## src/source/bfs_graph_pkg.sv

```systemverilog
package bfs_graph_pkg;

  // Node id is the word address of its header beat
  typedef logic [31:0] node_id_t;

  // Header view of a graph word
  typedef struct packed {
    logic [27:0] zero_hi;
    logic [3:0]  neigh_ct;
    logic [30:0] zero_lo;
    logic        marked;
  } node_hdr_t;

  // Neighbor view, first neighbor in the low word
  typedef struct packed {
    node_id_t second;
    node_id_t first;
  } node_pair_t;

  typedef union packed {
    node_hdr_t  hdr;
    node_pair_t pair;
  } graph_word_u;

  // One beat of a node record stream
  typedef struct packed {
    logic        valid;
    logic        first;
    graph_word_u data;
  } mem_beat_t;

  // Memory load port, one word per strobe
  typedef struct packed {
    logic        valid;
    node_id_t    addr;
    logic [63:0] data;
  } mem_load_t;

  // Bit 0 pushes the low word, bit 1 the high word
  typedef logic [1:0] enq_t;

endpackage

```

## src/source/bfs_csr_pkg.sv

```systemverilog
package bfs_csr_pkg;

  typedef logic [3:0] csr_addr_t;

  // Register map, any other address answers with error
  localparam csr_addr_t REG_STAT  = 4'd0;
  localparam csr_addr_t REG_ROOT  = 4'd1;
  localparam csr_addr_t REG_TARG  = 4'd2;
  localparam csr_addr_t REG_COUNT = 4'd3;

  // Single-cycle request strobe
  typedef struct packed {
    logic        valid;
    logic        wen;
    csr_addr_t   addr;
    logic [31:0] wdata;
  } csr_req_t;

  // Response, one cycle after the request
  typedef struct packed {
    logic        valid;
    logic        error;
    logic [31:0] rdata;
  } csr_rsp_t;

  // Read in the low bits of REG_STAT
  typedef struct packed {
    logic overflow;
    logic done;
    logic found;
  } bfs_status_t;

endpackage
```

## src/source/bfs_csr.sv

```systemverilog
module bfs_csr (
  input  logic                      clk,
  input  logic                      rst,
  input  bfs_csr_pkg::csr_req_t     req,
  input  bfs_csr_pkg::bfs_status_t  status,
  input  logic [31:0]               visit_count,
  output bfs_csr_pkg::csr_rsp_t     rsp,
  output logic                      start,
  output bfs_graph_pkg::node_id_t   root,
  output bfs_graph_pkg::node_id_t   target
);
  import bfs_csr_pkg::*;

  logic        wr_en;
  logic        addr_ok;
  logic [31:0] rd_mux;
  logic        rsp_valid;
  logic        rsp_error;
  logic [31:0] rsp_rdata;

  assign wr_en = req.valid & req.wen;

  // Status write kicks off a search
  assign start = wr_en & (req.addr == REG_STAT);

  always_comb begin
    addr_ok = 1'b1;
    rd_mux  = '0;
    case (req.addr)
      REG_STAT:  rd_mux = {29'd0, status};
      REG_ROOT:  rd_mux = root;
      REG_TARG:  rd_mux = target;
      REG_COUNT: rd_mux = visit_count;
      default:   addr_ok = 1'b0;
    endcase
  end

  always_ff @(posedge clk) begin
    if (wr_en & (req.addr == REG_ROOT)) begin
      root <= req.wdata;
    end
    if (wr_en & (req.addr == REG_TARG)) begin
      target <= req.wdata;
    end
  end

  // Every request gets a response, writes included
  always_ff @(posedge clk) begin
    if (rst) begin
      rsp_valid <= 1'b0;
      rsp_error <= 1'b0;
    end else begin
      rsp_valid <= req.valid;
      rsp_error <= req.valid & ~addr_ok;
    end
  end

  always_ff @(posedge clk) begin
    rsp_rdata <= rd_mux;
  end

  assign rsp = '{valid: rsp_valid, error: rsp_error, rdata: rsp_rdata};

endmodule

```

## config.mk

```make
export PLATFORM = sky130hd
export DESIGN_NAME = bfs_csr
export DESIGN_NICKNAME = d
export VERILOG_FILES = /design/src/source/bfs_graph_pkg.sv /design/src/source/bfs_csr_pkg.sv /design/src/source/bfs_csr.sv
export SDC_FILE = /design/constraint.sdc
export NUM_CORES = 1
export LEC_CHECK = 0
export BUFFER_PORTS_ARGS = -buffer_cell sky130_fd_sc_hd__clkbuf_2
export CAP_MARGIN = 15
export CORE_MARGIN = 5
export CORE_UTILIZATION = 41
export CTS_CLUSTER_DIAMETER = 80
export DETAILED_ROUTE_END_ITERATION = 8
export PLACE_DENSITY = 0.85
export SLEW_MARGIN = 10
export SYNTH_ARGS = -nofsm -noshare
export SYNTH_HDL_FRONTEND = slang
export SYNTH_SLANG_ARGS = --single-unit
```

## constraint.sdc

```tcl
create_clock -name clk -period 2.9 [get_ports clk]
set_input_delay 0.29 -clock clk [delete_from_list [all_inputs] [get_ports clk]]
set_output_delay 0.29 -clock clk [all_outputs]
set_load 0.05 [all_outputs]
```

==> qor.txt <==
outcome: finished, final reports clean
synth top area cells: edfxtp_1 (53%), dfxtp_1 (19%), mux2i_1 (8.1%)
M1 GR Usage: 17.3%
Layout area overhead: 30.4%
pre-CTS WS: 837 ps
commonest non-fill, non-tap cell in the layout: clkbuf_2
Worst Path Buf+Inv: 2
most frequent cells in the layout: clkbuf_2 (172), edfxtp_1 (64), dfxtp_1 (34)
root buffer cell: clkbuf_8
Worst Clk Skew: 11.5 ps
Int Pwr: 1940 uW
first-pass detailed-route iteration total: 6
clock share of power: 30.9%
Worst-path clk slew: 90 ps
Setup Buffers After CTS: 0
clk sink count: 98
final cell count without fillers: 503
power per cell area: 567 mW/mm2
Hold Vio Cnt, Final: 0
dpl cells: 487
setup ws final: 927 ps
Post-Syn Nets: 294
Setup crit start kind: input port
setup violators final: 0
vias per inst: 5.03
worst path required time: 2610 ps
first-pass GRT wire length: 13.4 mm
Slew HR: 38.1%
CP max stage cell: or2_2
grt ovf: 0
post-synthesis register bit count: 98
chip width: 104 um
Gate power share: 11.6%
Clk Latency, worst-skew pair: 360 ps
dominant cell type by area after synthesis: edfxtp_1
VDD IR max: 0.000281 V
top cell type's share of synthesized area: 53.5%
HPWL after detailed placement: 6.48 mm
Layout fillers: 724
synthesized cell area: 0.00359 mm2
Layout Utilization: 54.3%
Worst Setup End Kind: output pin
largest net degree at the start of global routing: 37
Die Height: 104 um
Core Area: 0.00864 mm2
multi-input logic area: 841 um2
instance count of the mapped netlist: 219
delay-heaviest family, CP: simple AND/OR/NAND/NOR gates
post-route ant nets: 0
CP arrival: 1680 ps
Max Fclk: 0.507 GHz
met2 Resource Use GR: 27.2%
CP Cell Sequence: clkbuf_2 -> or2_2 -> nor4_1 -> clkbuf_2
share of power burned in registers: 57.5%
cts hold-fix bufs: 0
RSZ-0062 raised after global routing: false
Ant. Diodes: 0
Crit Path Max Fanout: 36
most used routing layer: met2
share of cells above drive strength 1: 52.4%
Slew Limit Fails: 0
Yosys cell types: 21
CTS tree: done
DRC violations left: 0
YS warnings: 0
HP Class: input port to flip-flop
iteration-0 DRC count of the detailed router: 72
Longest Clk Path Bufs: 2
critical path class: input port to output pin
# IOs: 174
All-Layer GR Usage: 15.6%
final-stage net count: 465
die area: 0.0107 mm2
# port buffers: 173
Tcrit/Tclk final: 68.0%
Resize count post-CTS: 0
FF/Latch Area: 0.00260 mm2
Syn Area/Cell: 16.4 um2
sw power: 713 uW
initial antenna violation count: 1
Sw Share: 26.8%
initial core utilization: 41.6%
final WL: 8.61 mm
Placer Congestion: 0.723
Final Total Pwr: 2650 uW
vias in the first global route: 2652
H-Tree Depth: 3
Slew @ Worst Pin: 928 ps
most used cell, CP: clkbuf_2
post-layout min period: 1970 ps
row count: 34
Via Count: 2532
CTS Buf Count: 9
leak pwr: 0.00204 uW
Seq/Total Area, Yosys: 72.4%
setup TNS: 0 ps
maxcap violations: 0
Avg WL per Cell: 17.1 um
CP max stage delay: 620 ps
met3 GRT Util: 5.47%
[logic make-up (layout without fill, tap and decap cells)]
group / after synthesis / count (layout) / share of synthesized area [%]
DFF: 98 / 98 / 72.4
buffers and inverters: 21 / 197 / 4.70
AOI/OAI and AO/OA: 58 / 58 / 10.2
muxes: 32 / 32 / 9.95
and+or+nand+nor: 10 / 10 / 2.72
[routing by layer]
metal  share of wire (%)  up-vias  wire [um]
met5                0.15        -         13
met4                 1.5        2        131
met3                 7.9       15        682
met2                  51      111       4380
met1                  39     1219       3390
li1                    -     1185          -
[registers in the layout (all words and copies together) (netlist names)]
| name | count |
|---|---|
| rsp_valid | 1 |
| rsp_rdata | 32 |
| root | 32 |
| target | 32 |
| rsp_error | 1 |
[synthesized netlist by cell type]
library cell and count:
a211oi_1 28, a211oi_2 1, a21oi_1 29, and2_1 1
buf_2 6, buf_4 2, buf_6 7, buf_8 2
clkbuf_1 3, dfxtp_1 34, edfxtp_1 64, inv_2 1
mux2i_1 29, mux4_2 3, nand2_1 1, nor2b_1 1
nor2b_4 3, nor4_1 1, nor4_2 1, nor4b_2 1
or2_1 1
[layout make-up]
| class | instances | area share [%] |
|---|---|---|
| multi-input cells | 100 | 17.9 |
| well taps | 108 | 2.88 |
| repair buffers | 180 | 19.6 |
| flip-flops and latches | 98 | 55.5 |
| clock inverters | 7 | 1.31 |
| inverters | 1 | 0.0801 |
| clock buffers | 9 | 2.64 |
[power by group through the flow]
stage	sequential, uW	clock, uW	combinational (uW)
after CTS	1530	853	310
after global routing	1530	907	327
after floorplan	1660	0	112
after global placement	1560	0	301
after detailed placement	1560	0	309
final	1530	821	307
[worst paths after layout]
check,from,endpoint,slack [ps],depth (start not counted)
setup / recovery,req[35],start,930,4
hold / removal,rst,rsp_valid,100,2
setup reg to reg,root[1],rsp_rdata[1],1730,2
hold reg to reg,target[24],rsp_rdata[24],640,2
[through the flow]
stage,hold WS [ps],instance area (um2)
2_1_floorplan,369,3590
3_3_place_gp,459,4500
3_5_place_dp,468,4500
4_1_cts,73.7,4690
5_1_grt,84.0,4690
6_report,97.3,4690
Power figures use the tool's default switching activity.
