===== src/source/bfs_graph_pkg.sv =====
package bfs_graph_pkg;

  // Node id is the word address of its header beat
  typedef logic [31:0] node_id_t;

  // Header view of a graph word
  typedef struct packed {
    logic [27:0] zero_hi;
    logic [3:0]  neigh_ct;
    logic [30:0] zero_lo;
    logic        marked;
  } node_hdr_t;

  // Neighbor view, first neighbor in the low word
  typedef struct packed {
    node_id_t second;
    node_id_t first;
  } node_pair_t;

  typedef union packed {
    node_hdr_t  hdr;
    node_pair_t pair;
  } graph_word_u;

  // One beat of a node record stream
  typedef struct packed {
    logic        valid;
    logic        first;
    graph_word_u data;
  } mem_beat_t;

  // Memory load port, one word per strobe
  typedef struct packed {
    logic        valid;
    node_id_t    addr;
    logic [63:0] data;
  } mem_load_t;

  // Bit 0 pushes the low word, bit 1 the high word
  typedef logic [1:0] enq_t;

endpackage


===== src/source/bfs_csr_pkg.sv =====
package bfs_csr_pkg;

  typedef logic [3:0] csr_addr_t;

  // Register map, any other address answers with error
  localparam csr_addr_t REG_STAT  = 4'd0;
  localparam csr_addr_t REG_ROOT  = 4'd1;
  localparam csr_addr_t REG_TARG  = 4'd2;
  localparam csr_addr_t REG_COUNT = 4'd3;

  // Single-cycle request strobe
  typedef struct packed {
    logic        valid;
    logic        wen;
    csr_addr_t   addr;
    logic [31:0] wdata;
  } csr_req_t;

  // Response, one cycle after the request
  typedef struct packed {
    logic        valid;
    logic        error;
    logic [31:0] rdata;
  } csr_rsp_t;

  // Read in the low bits of REG_STAT
  typedef struct packed {
    logic overflow;
    logic done;
    logic found;
  } bfs_status_t;

endpackage

===== src/source/bfs_core.sv =====
module bfs_core (
  input  logic                      clk,
  input  logic                      rst,
  input  logic                      start,
  input  bfs_graph_pkg::node_id_t   root,
  input  bfs_graph_pkg::node_id_t   target,
  input  logic                      q_empty,
  input  bfs_graph_pkg::node_id_t   q_head,
  input  logic                      q_dropped,
  input  logic                      mem_ready,
  input  logic                      mem_busy,
  input  bfs_graph_pkg::mem_beat_t  beat,
  output logic                      q_clear,
  output bfs_graph_pkg::enq_t       enq,
  output bfs_graph_pkg::node_pair_t enq_data,
  output logic                      q_pop,
  output bfs_graph_pkg::node_id_t   fetch_addr,
  output bfs_csr_pkg::bfs_status_t  status,
  output logic [31:0]               visit_count
);

  typedef enum logic [1:0] {
    S_IDLE,
    S_CLEAR,
    S_HEADER,
    S_NEIGH
  } state_t;

  state_t     state;
  state_t     state_nxt;
  logic [3:0] neigh_left;
  logic       root_pending;
  logic       hdr_beat;
  logic       hdr_unmarked;
  logic       has_neigh;
  logic       search_done;
  logic       last_pair;

  assign hdr_beat     = beat.valid & beat.first & (state == S_HEADER);
  assign hdr_unmarked = hdr_beat & ~beat.data.hdr.marked;
  assign has_neigh    = (beat.data.hdr.neigh_ct != 4'd0);
  assign search_done  = (state == S_HEADER) & q_empty & ~mem_busy;
  assign last_pair    = (neigh_left <= 4'd2);

  // Head goes to memory in the cycle it leaves the queue
  assign q_pop      = ~q_empty & mem_ready & ((state == S_HEADER) | (state == S_NEIGH));
  assign fetch_addr = q_head;
  assign q_clear    = (state == S_CLEAR);

  always_comb begin
    enq      = 2'b00;
    enq_data = beat.data.pair;
    case (state)
      S_CLEAR: begin
        enq            = 2'b01;
        enq_data.first = root;
      end
      S_NEIGH: begin
        // Odd tail, only the low word is a neighbor
        if (beat.valid) begin
          enq = (neigh_left == 4'd1) ? 2'b01 : 2'b11;
        end
      end
      default: begin
        enq = 2'b00;
      end
    endcase
  end

  always_comb begin
    state_nxt = state;
    case (state)
      S_IDLE: begin
        if (start) begin
          state_nxt = S_CLEAR;
        end
      end
      S_CLEAR: begin
        state_nxt = S_HEADER;
      end
      S_HEADER: begin
        if (hdr_unmarked & has_neigh) begin
          state_nxt = S_NEIGH;
        end else if (search_done) begin
          state_nxt = S_IDLE;
        end
      end
      S_NEIGH: begin
        if (beat.valid & last_pair) begin
          state_nxt = S_HEADER;
        end
      end
    endcase
  end

  always_ff @(posedge clk) begin
    if (rst) begin
      state        <= S_IDLE;
      neigh_left   <= 4'd0;
      root_pending <= 1'b0;
      status       <= '{overflow: 1'b0, done: 1'b1, found: 1'b0};
      visit_count  <= '0;
    end else begin
      state <= state_nxt;
      if ((state == S_IDLE) & start) begin
        status       <= '{overflow: 1'b0, done: 1'b0, found: 1'b0};
        visit_count  <= '0;
        root_pending <= 1'b1;
      end else begin
        if (q_pop & (q_head == target)) begin
          status.found <= 1'b1;
        end
        if (q_dropped) begin
          status.overflow <= 1'b1;
        end
        if ((state == S_HEADER) & (state_nxt == S_IDLE)) begin
          status.done <= 1'b1;
        end
        // Root always counts, even when marked by an earlier run
        if (hdr_beat & (~beat.data.hdr.marked | root_pending)) begin
          visit_count <= visit_count + 32'd1;
        end
        if (hdr_beat) begin
          root_pending <= 1'b0;
        end
      end
      if (hdr_unmarked) begin
        neigh_left <= beat.data.hdr.neigh_ct;
      end else if ((state == S_NEIGH) & beat.valid) begin
        neigh_left <= neigh_left - 4'd2;
      end
    end
  end

endmodule


===== config.mk =====
export PLATFORM = sky130hd
export DESIGN_NAME = bfs_core
export DESIGN_NICKNAME = d
export VERILOG_FILES = /design/src/source/bfs_graph_pkg.sv /design/src/source/bfs_csr_pkg.sv /design/src/source/bfs_core.sv
export SDC_FILE = /design/constraint.sdc
export NUM_CORES = 1
export LEC_CHECK = 0
export BUFFER_PORTS_ARGS = -buffer_cell sky130_fd_sc_hd__buf_2
export CORE_AREA = 2 2 118 120
export DETAILED_ROUTE_END_ITERATION = 10
export DIE_AREA = 0 0 120 122
export GPL_TIMING_DRIVEN = 0
export PLACE_DENSITY_LB_ADDON = 0.08
export REMOVE_ABC_BUFFERS = 1
export SYNTH_ARGS = -nofsm -noshare
export SYNTH_HDL_FRONTEND = slang
export SYNTH_SLANG_ARGS = --single-unit

===== constraint.sdc =====
create_clock -name clk -period 2.3 [get_ports clk]
set_clock_uncertainty 0.15 [all_clocks]
set_input_delay 0.46 -clock clk [delete_from_list [all_inputs] [get_ports clk]]
set_output_delay 0.46 -clock clk [all_outputs]
set_load 0.005 [all_outputs]

==> run metrics <==
Worst-Margin Slew=roughly 640 ps; register area=848 sq um; CTS H-tree depth=2; Syn Inst Count=approximately 390; Final #Nets=approximately 740; largest net degree at the start of global routing=31; Iteration-0 DRC Markers=around 250; dpl cells=approximately 740; CP required=around 1700 ps; post-DR vias/cell=about 4.5; CP Capture Type=primary output; first-pass GRT wire length=18400 um; clock buffer depth=2; VDD IR max=around 0.00021 V; global placement routability congestion=about 0.8; initial antenna violation count=3; core area=around 0.014 sq mm; cell area power density=~460 mW/mm^2; final worst slack=around 130 ps; DP HPWL=around 11000 um; CTS root buf=clkbuf_16; DRC Markers=0; # hold bufs at CTS=0; placed instance area=~0.0042 sq mm; leakage power=~2.1 nW; I/O Buffers=~250; HP Class=input port to flop; status=finished clean; GRT Total Usage=about 17%; Slew HR=~57%; fraction of registers with async set or reset after synthesis=0%; Post-synth top flop=dfxtp_1; Mapped Area=0.00329 sq mm; Die Y=122 um; final wirelength=roughly 13000 um; arrival time worst endpoint=about 1600 ps; Die Width=between 100 and 150 um; syn_area_per_cell=8.47 sq um; fin util=roughly 33%; warnings from Yosys=0; Fmax=about 460 MHz; worst slack, placed=-278 ps; fin cells=approximately 750; Reg clk slew, reported paths=about 60 ps; Final period util=94.2%; fillers=approximately 1.4k; post-DR wirelength/cell=17.6 um; Finished Cell Area=roughly 0.0044 sq mm; Rows=43; multi-input logic area=between 0.0015 and 0.002 sq mm; # IOs=304; vias in the first global route=3062; CTS tree=yes; TritonRoute pass-1 iters=4; clk sinks=42; Seq/Total Area, Yosys=around 26%; flop-to-flop setup slack=about 150 ps; diodes inserted=0; detailed-route via count=between 3k and 4k; Max Cap Violations=0; total gr overflow=0; Worst-Skew Late Latency=around 290 ps; number of synthesized register bits=42; die area=between 0.01 and 0.015 sq mm; number of synthesized flops with an enable pin=0; RSZ-0062 raised after global routing=false; fin crit period=2170 ps; fin. max-slew vios=0; CP startpoint kind=flop; ratio of cells with drive above 1 in the final layout=54.0%; WS Path Type=flop to primary output; Final Hold Violating Endpoints=0; worst-path maximum fanout=17; Yosys cell types=50; Area growth, synth to finish=35.0%; Num CTS Buffers=5; Setup Total Neg Slack=0 ps; initial core utilization=between 20% and 30%; Final setup viols=0; Post-DRT Antenna Nets=0
[timing repair]
item / in CTS / in global routing
gates cloned: 1 / 0
resized for setup: 6 / 2
endpoints found under the setup margin: 40 / 3
pin swaps: 0 / 1
hold endpoints to repair: 0 / 0
buffers inserted: 2 / 0
[report_power, final]
part | switching (mW) | internal, mW
logic | 0.200 | 0.257
clock network | 0.308 | 0.514
registers | 0.0152 | 0.736
total | 0.523 | 1.51
[cells in the final DEF (no fill, tap or decap), types with 3 or more instances in the layout]
cell type	n
a31oi_1	3
clkbuf_16	5
or3_1	8
inv_1	7
nor2_1	35
nand4_1	16
o21ai_0	9
mux2_2	32
and3_1	6
xnor2_1	28
buf_2	247
nand2_1	18
dfxtp_1	40
a21oi_1	17
nor4_1	8
xor2_1	23
nand3_1	12
[area by class of cell]
class / count / share of cell area, %
Multi-Input combinational cell: 261 / 42.6
Tap cell: 180 / 5.08
Timing Repair Buffer: 249 / 28.8
Sequential cell: 42 / 19.1
Inverter: 7 / 0.592
Clock inverter: 3 / 0.987
Clock buffer: 5 / 2.82
[through the flow]
step	total power [mW]	hold WS [ps]
floorplan	0.936	306
global placement	1.21	297
detailed placement	1.21	314
CTS	2.08	224
global route	2.13	233
finish	2.03	232
[cell usage after synthesis, types with 2 or more instances]
| cell type | n | area share, % |
|---|---|---|
| buf_4 | 64 | 15 |
| dfxtp_1 | 42 | 26 |
| nor2_1 | 35 | 4.0 |
| mux2_2 | 32 | 11 |
| xnor2_1 | 28 | 7.5 |
| xor2_1 | 23 | 6.1 |
| nand2_1 | 18 | 2.1 |
| a21oi_1 | 17 | 2.6 |
| nand4_1 | 16 | 3.0 |
| clkbuf_1 | 12 | 1.4 |
| nand3_1 | 12 | 1.8 |
| o21ai_0 | 9 | 1.4 |
| nor4_1 | 8 | 1.5 |
| or3_1 | 8 | 1.5 |
| inv_1 | 7 | 0.80 |
| and3_1 | 6 | 1.1 |
| a31oi_1 | 3 | 0.57 |
| a221oi_1 | 2 | 0.53 |
| and2_1 | 2 | 0.38 |
| buf_6 | 2 | 0.69 |
| ha_1 | 2 | 0.76 |
| mux2i_1 | 2 | 0.61 |
| nand2b_1 | 2 | 0.38 |
| nand4_4 | 2 | 1.3 |
| nand4b_1 | 2 | 0.53 |
| nor2_2 | 2 | 0.38 |
| nor2b_1 | 2 | 0.38 |
| nor3b_1 | 2 | 0.46 |
| o21a_1 | 2 | 0.46 |
| o31ai_1 | 2 | 0.46 |
| or4_1 | 2 | 0.46 |
| or4_4 | 2 | 0.69 |
[logic make-up after synthesis]
kind of cell	count (synthesis)	share of synthesized area, %
simple gates	132	23.4
compound gates	41	7.50
flops	42	25.6
buf+inv	86	17.6
fa+ha+maj	2	0.761
xor+xnor	51	13.6
mux	34	11.6
[worst max-delay path, stage by stage, from the launching register on]
cell and delay [ps]:
dfxtp_4 420, nor2b_4 180, buf_12 160, mux2_2 370, buf_2 140
[registers in the layout, summed over array words and instances (netlist names)]
signal        flops
neigh_left        4
visit_count      32
state             2
status            3
root_pending      1
[metal layers]
layer  GRT usage [%]  up-vias  share of wire (%)
met5            3.82        -               0.64
met4            2.65        4               0.37
met3            9.41        8                 13
met2            24.1      220                 41
met1            22.7     1517                 44
li1                -     1649                  -
[path summary, 6_finish.rpt]
kind / end / depth (start not counted) / start
hold / removal: status[2] / 3 / q_dropped
hold reg to reg: status[2] / 2 / status[2]
setup / recovery: enq_data[6] / 4 / state[0]
setup reg to reg: visit_count[17] / 5 / visit_count[8]
No activity file was read; power rests on OpenSTA's default activity.
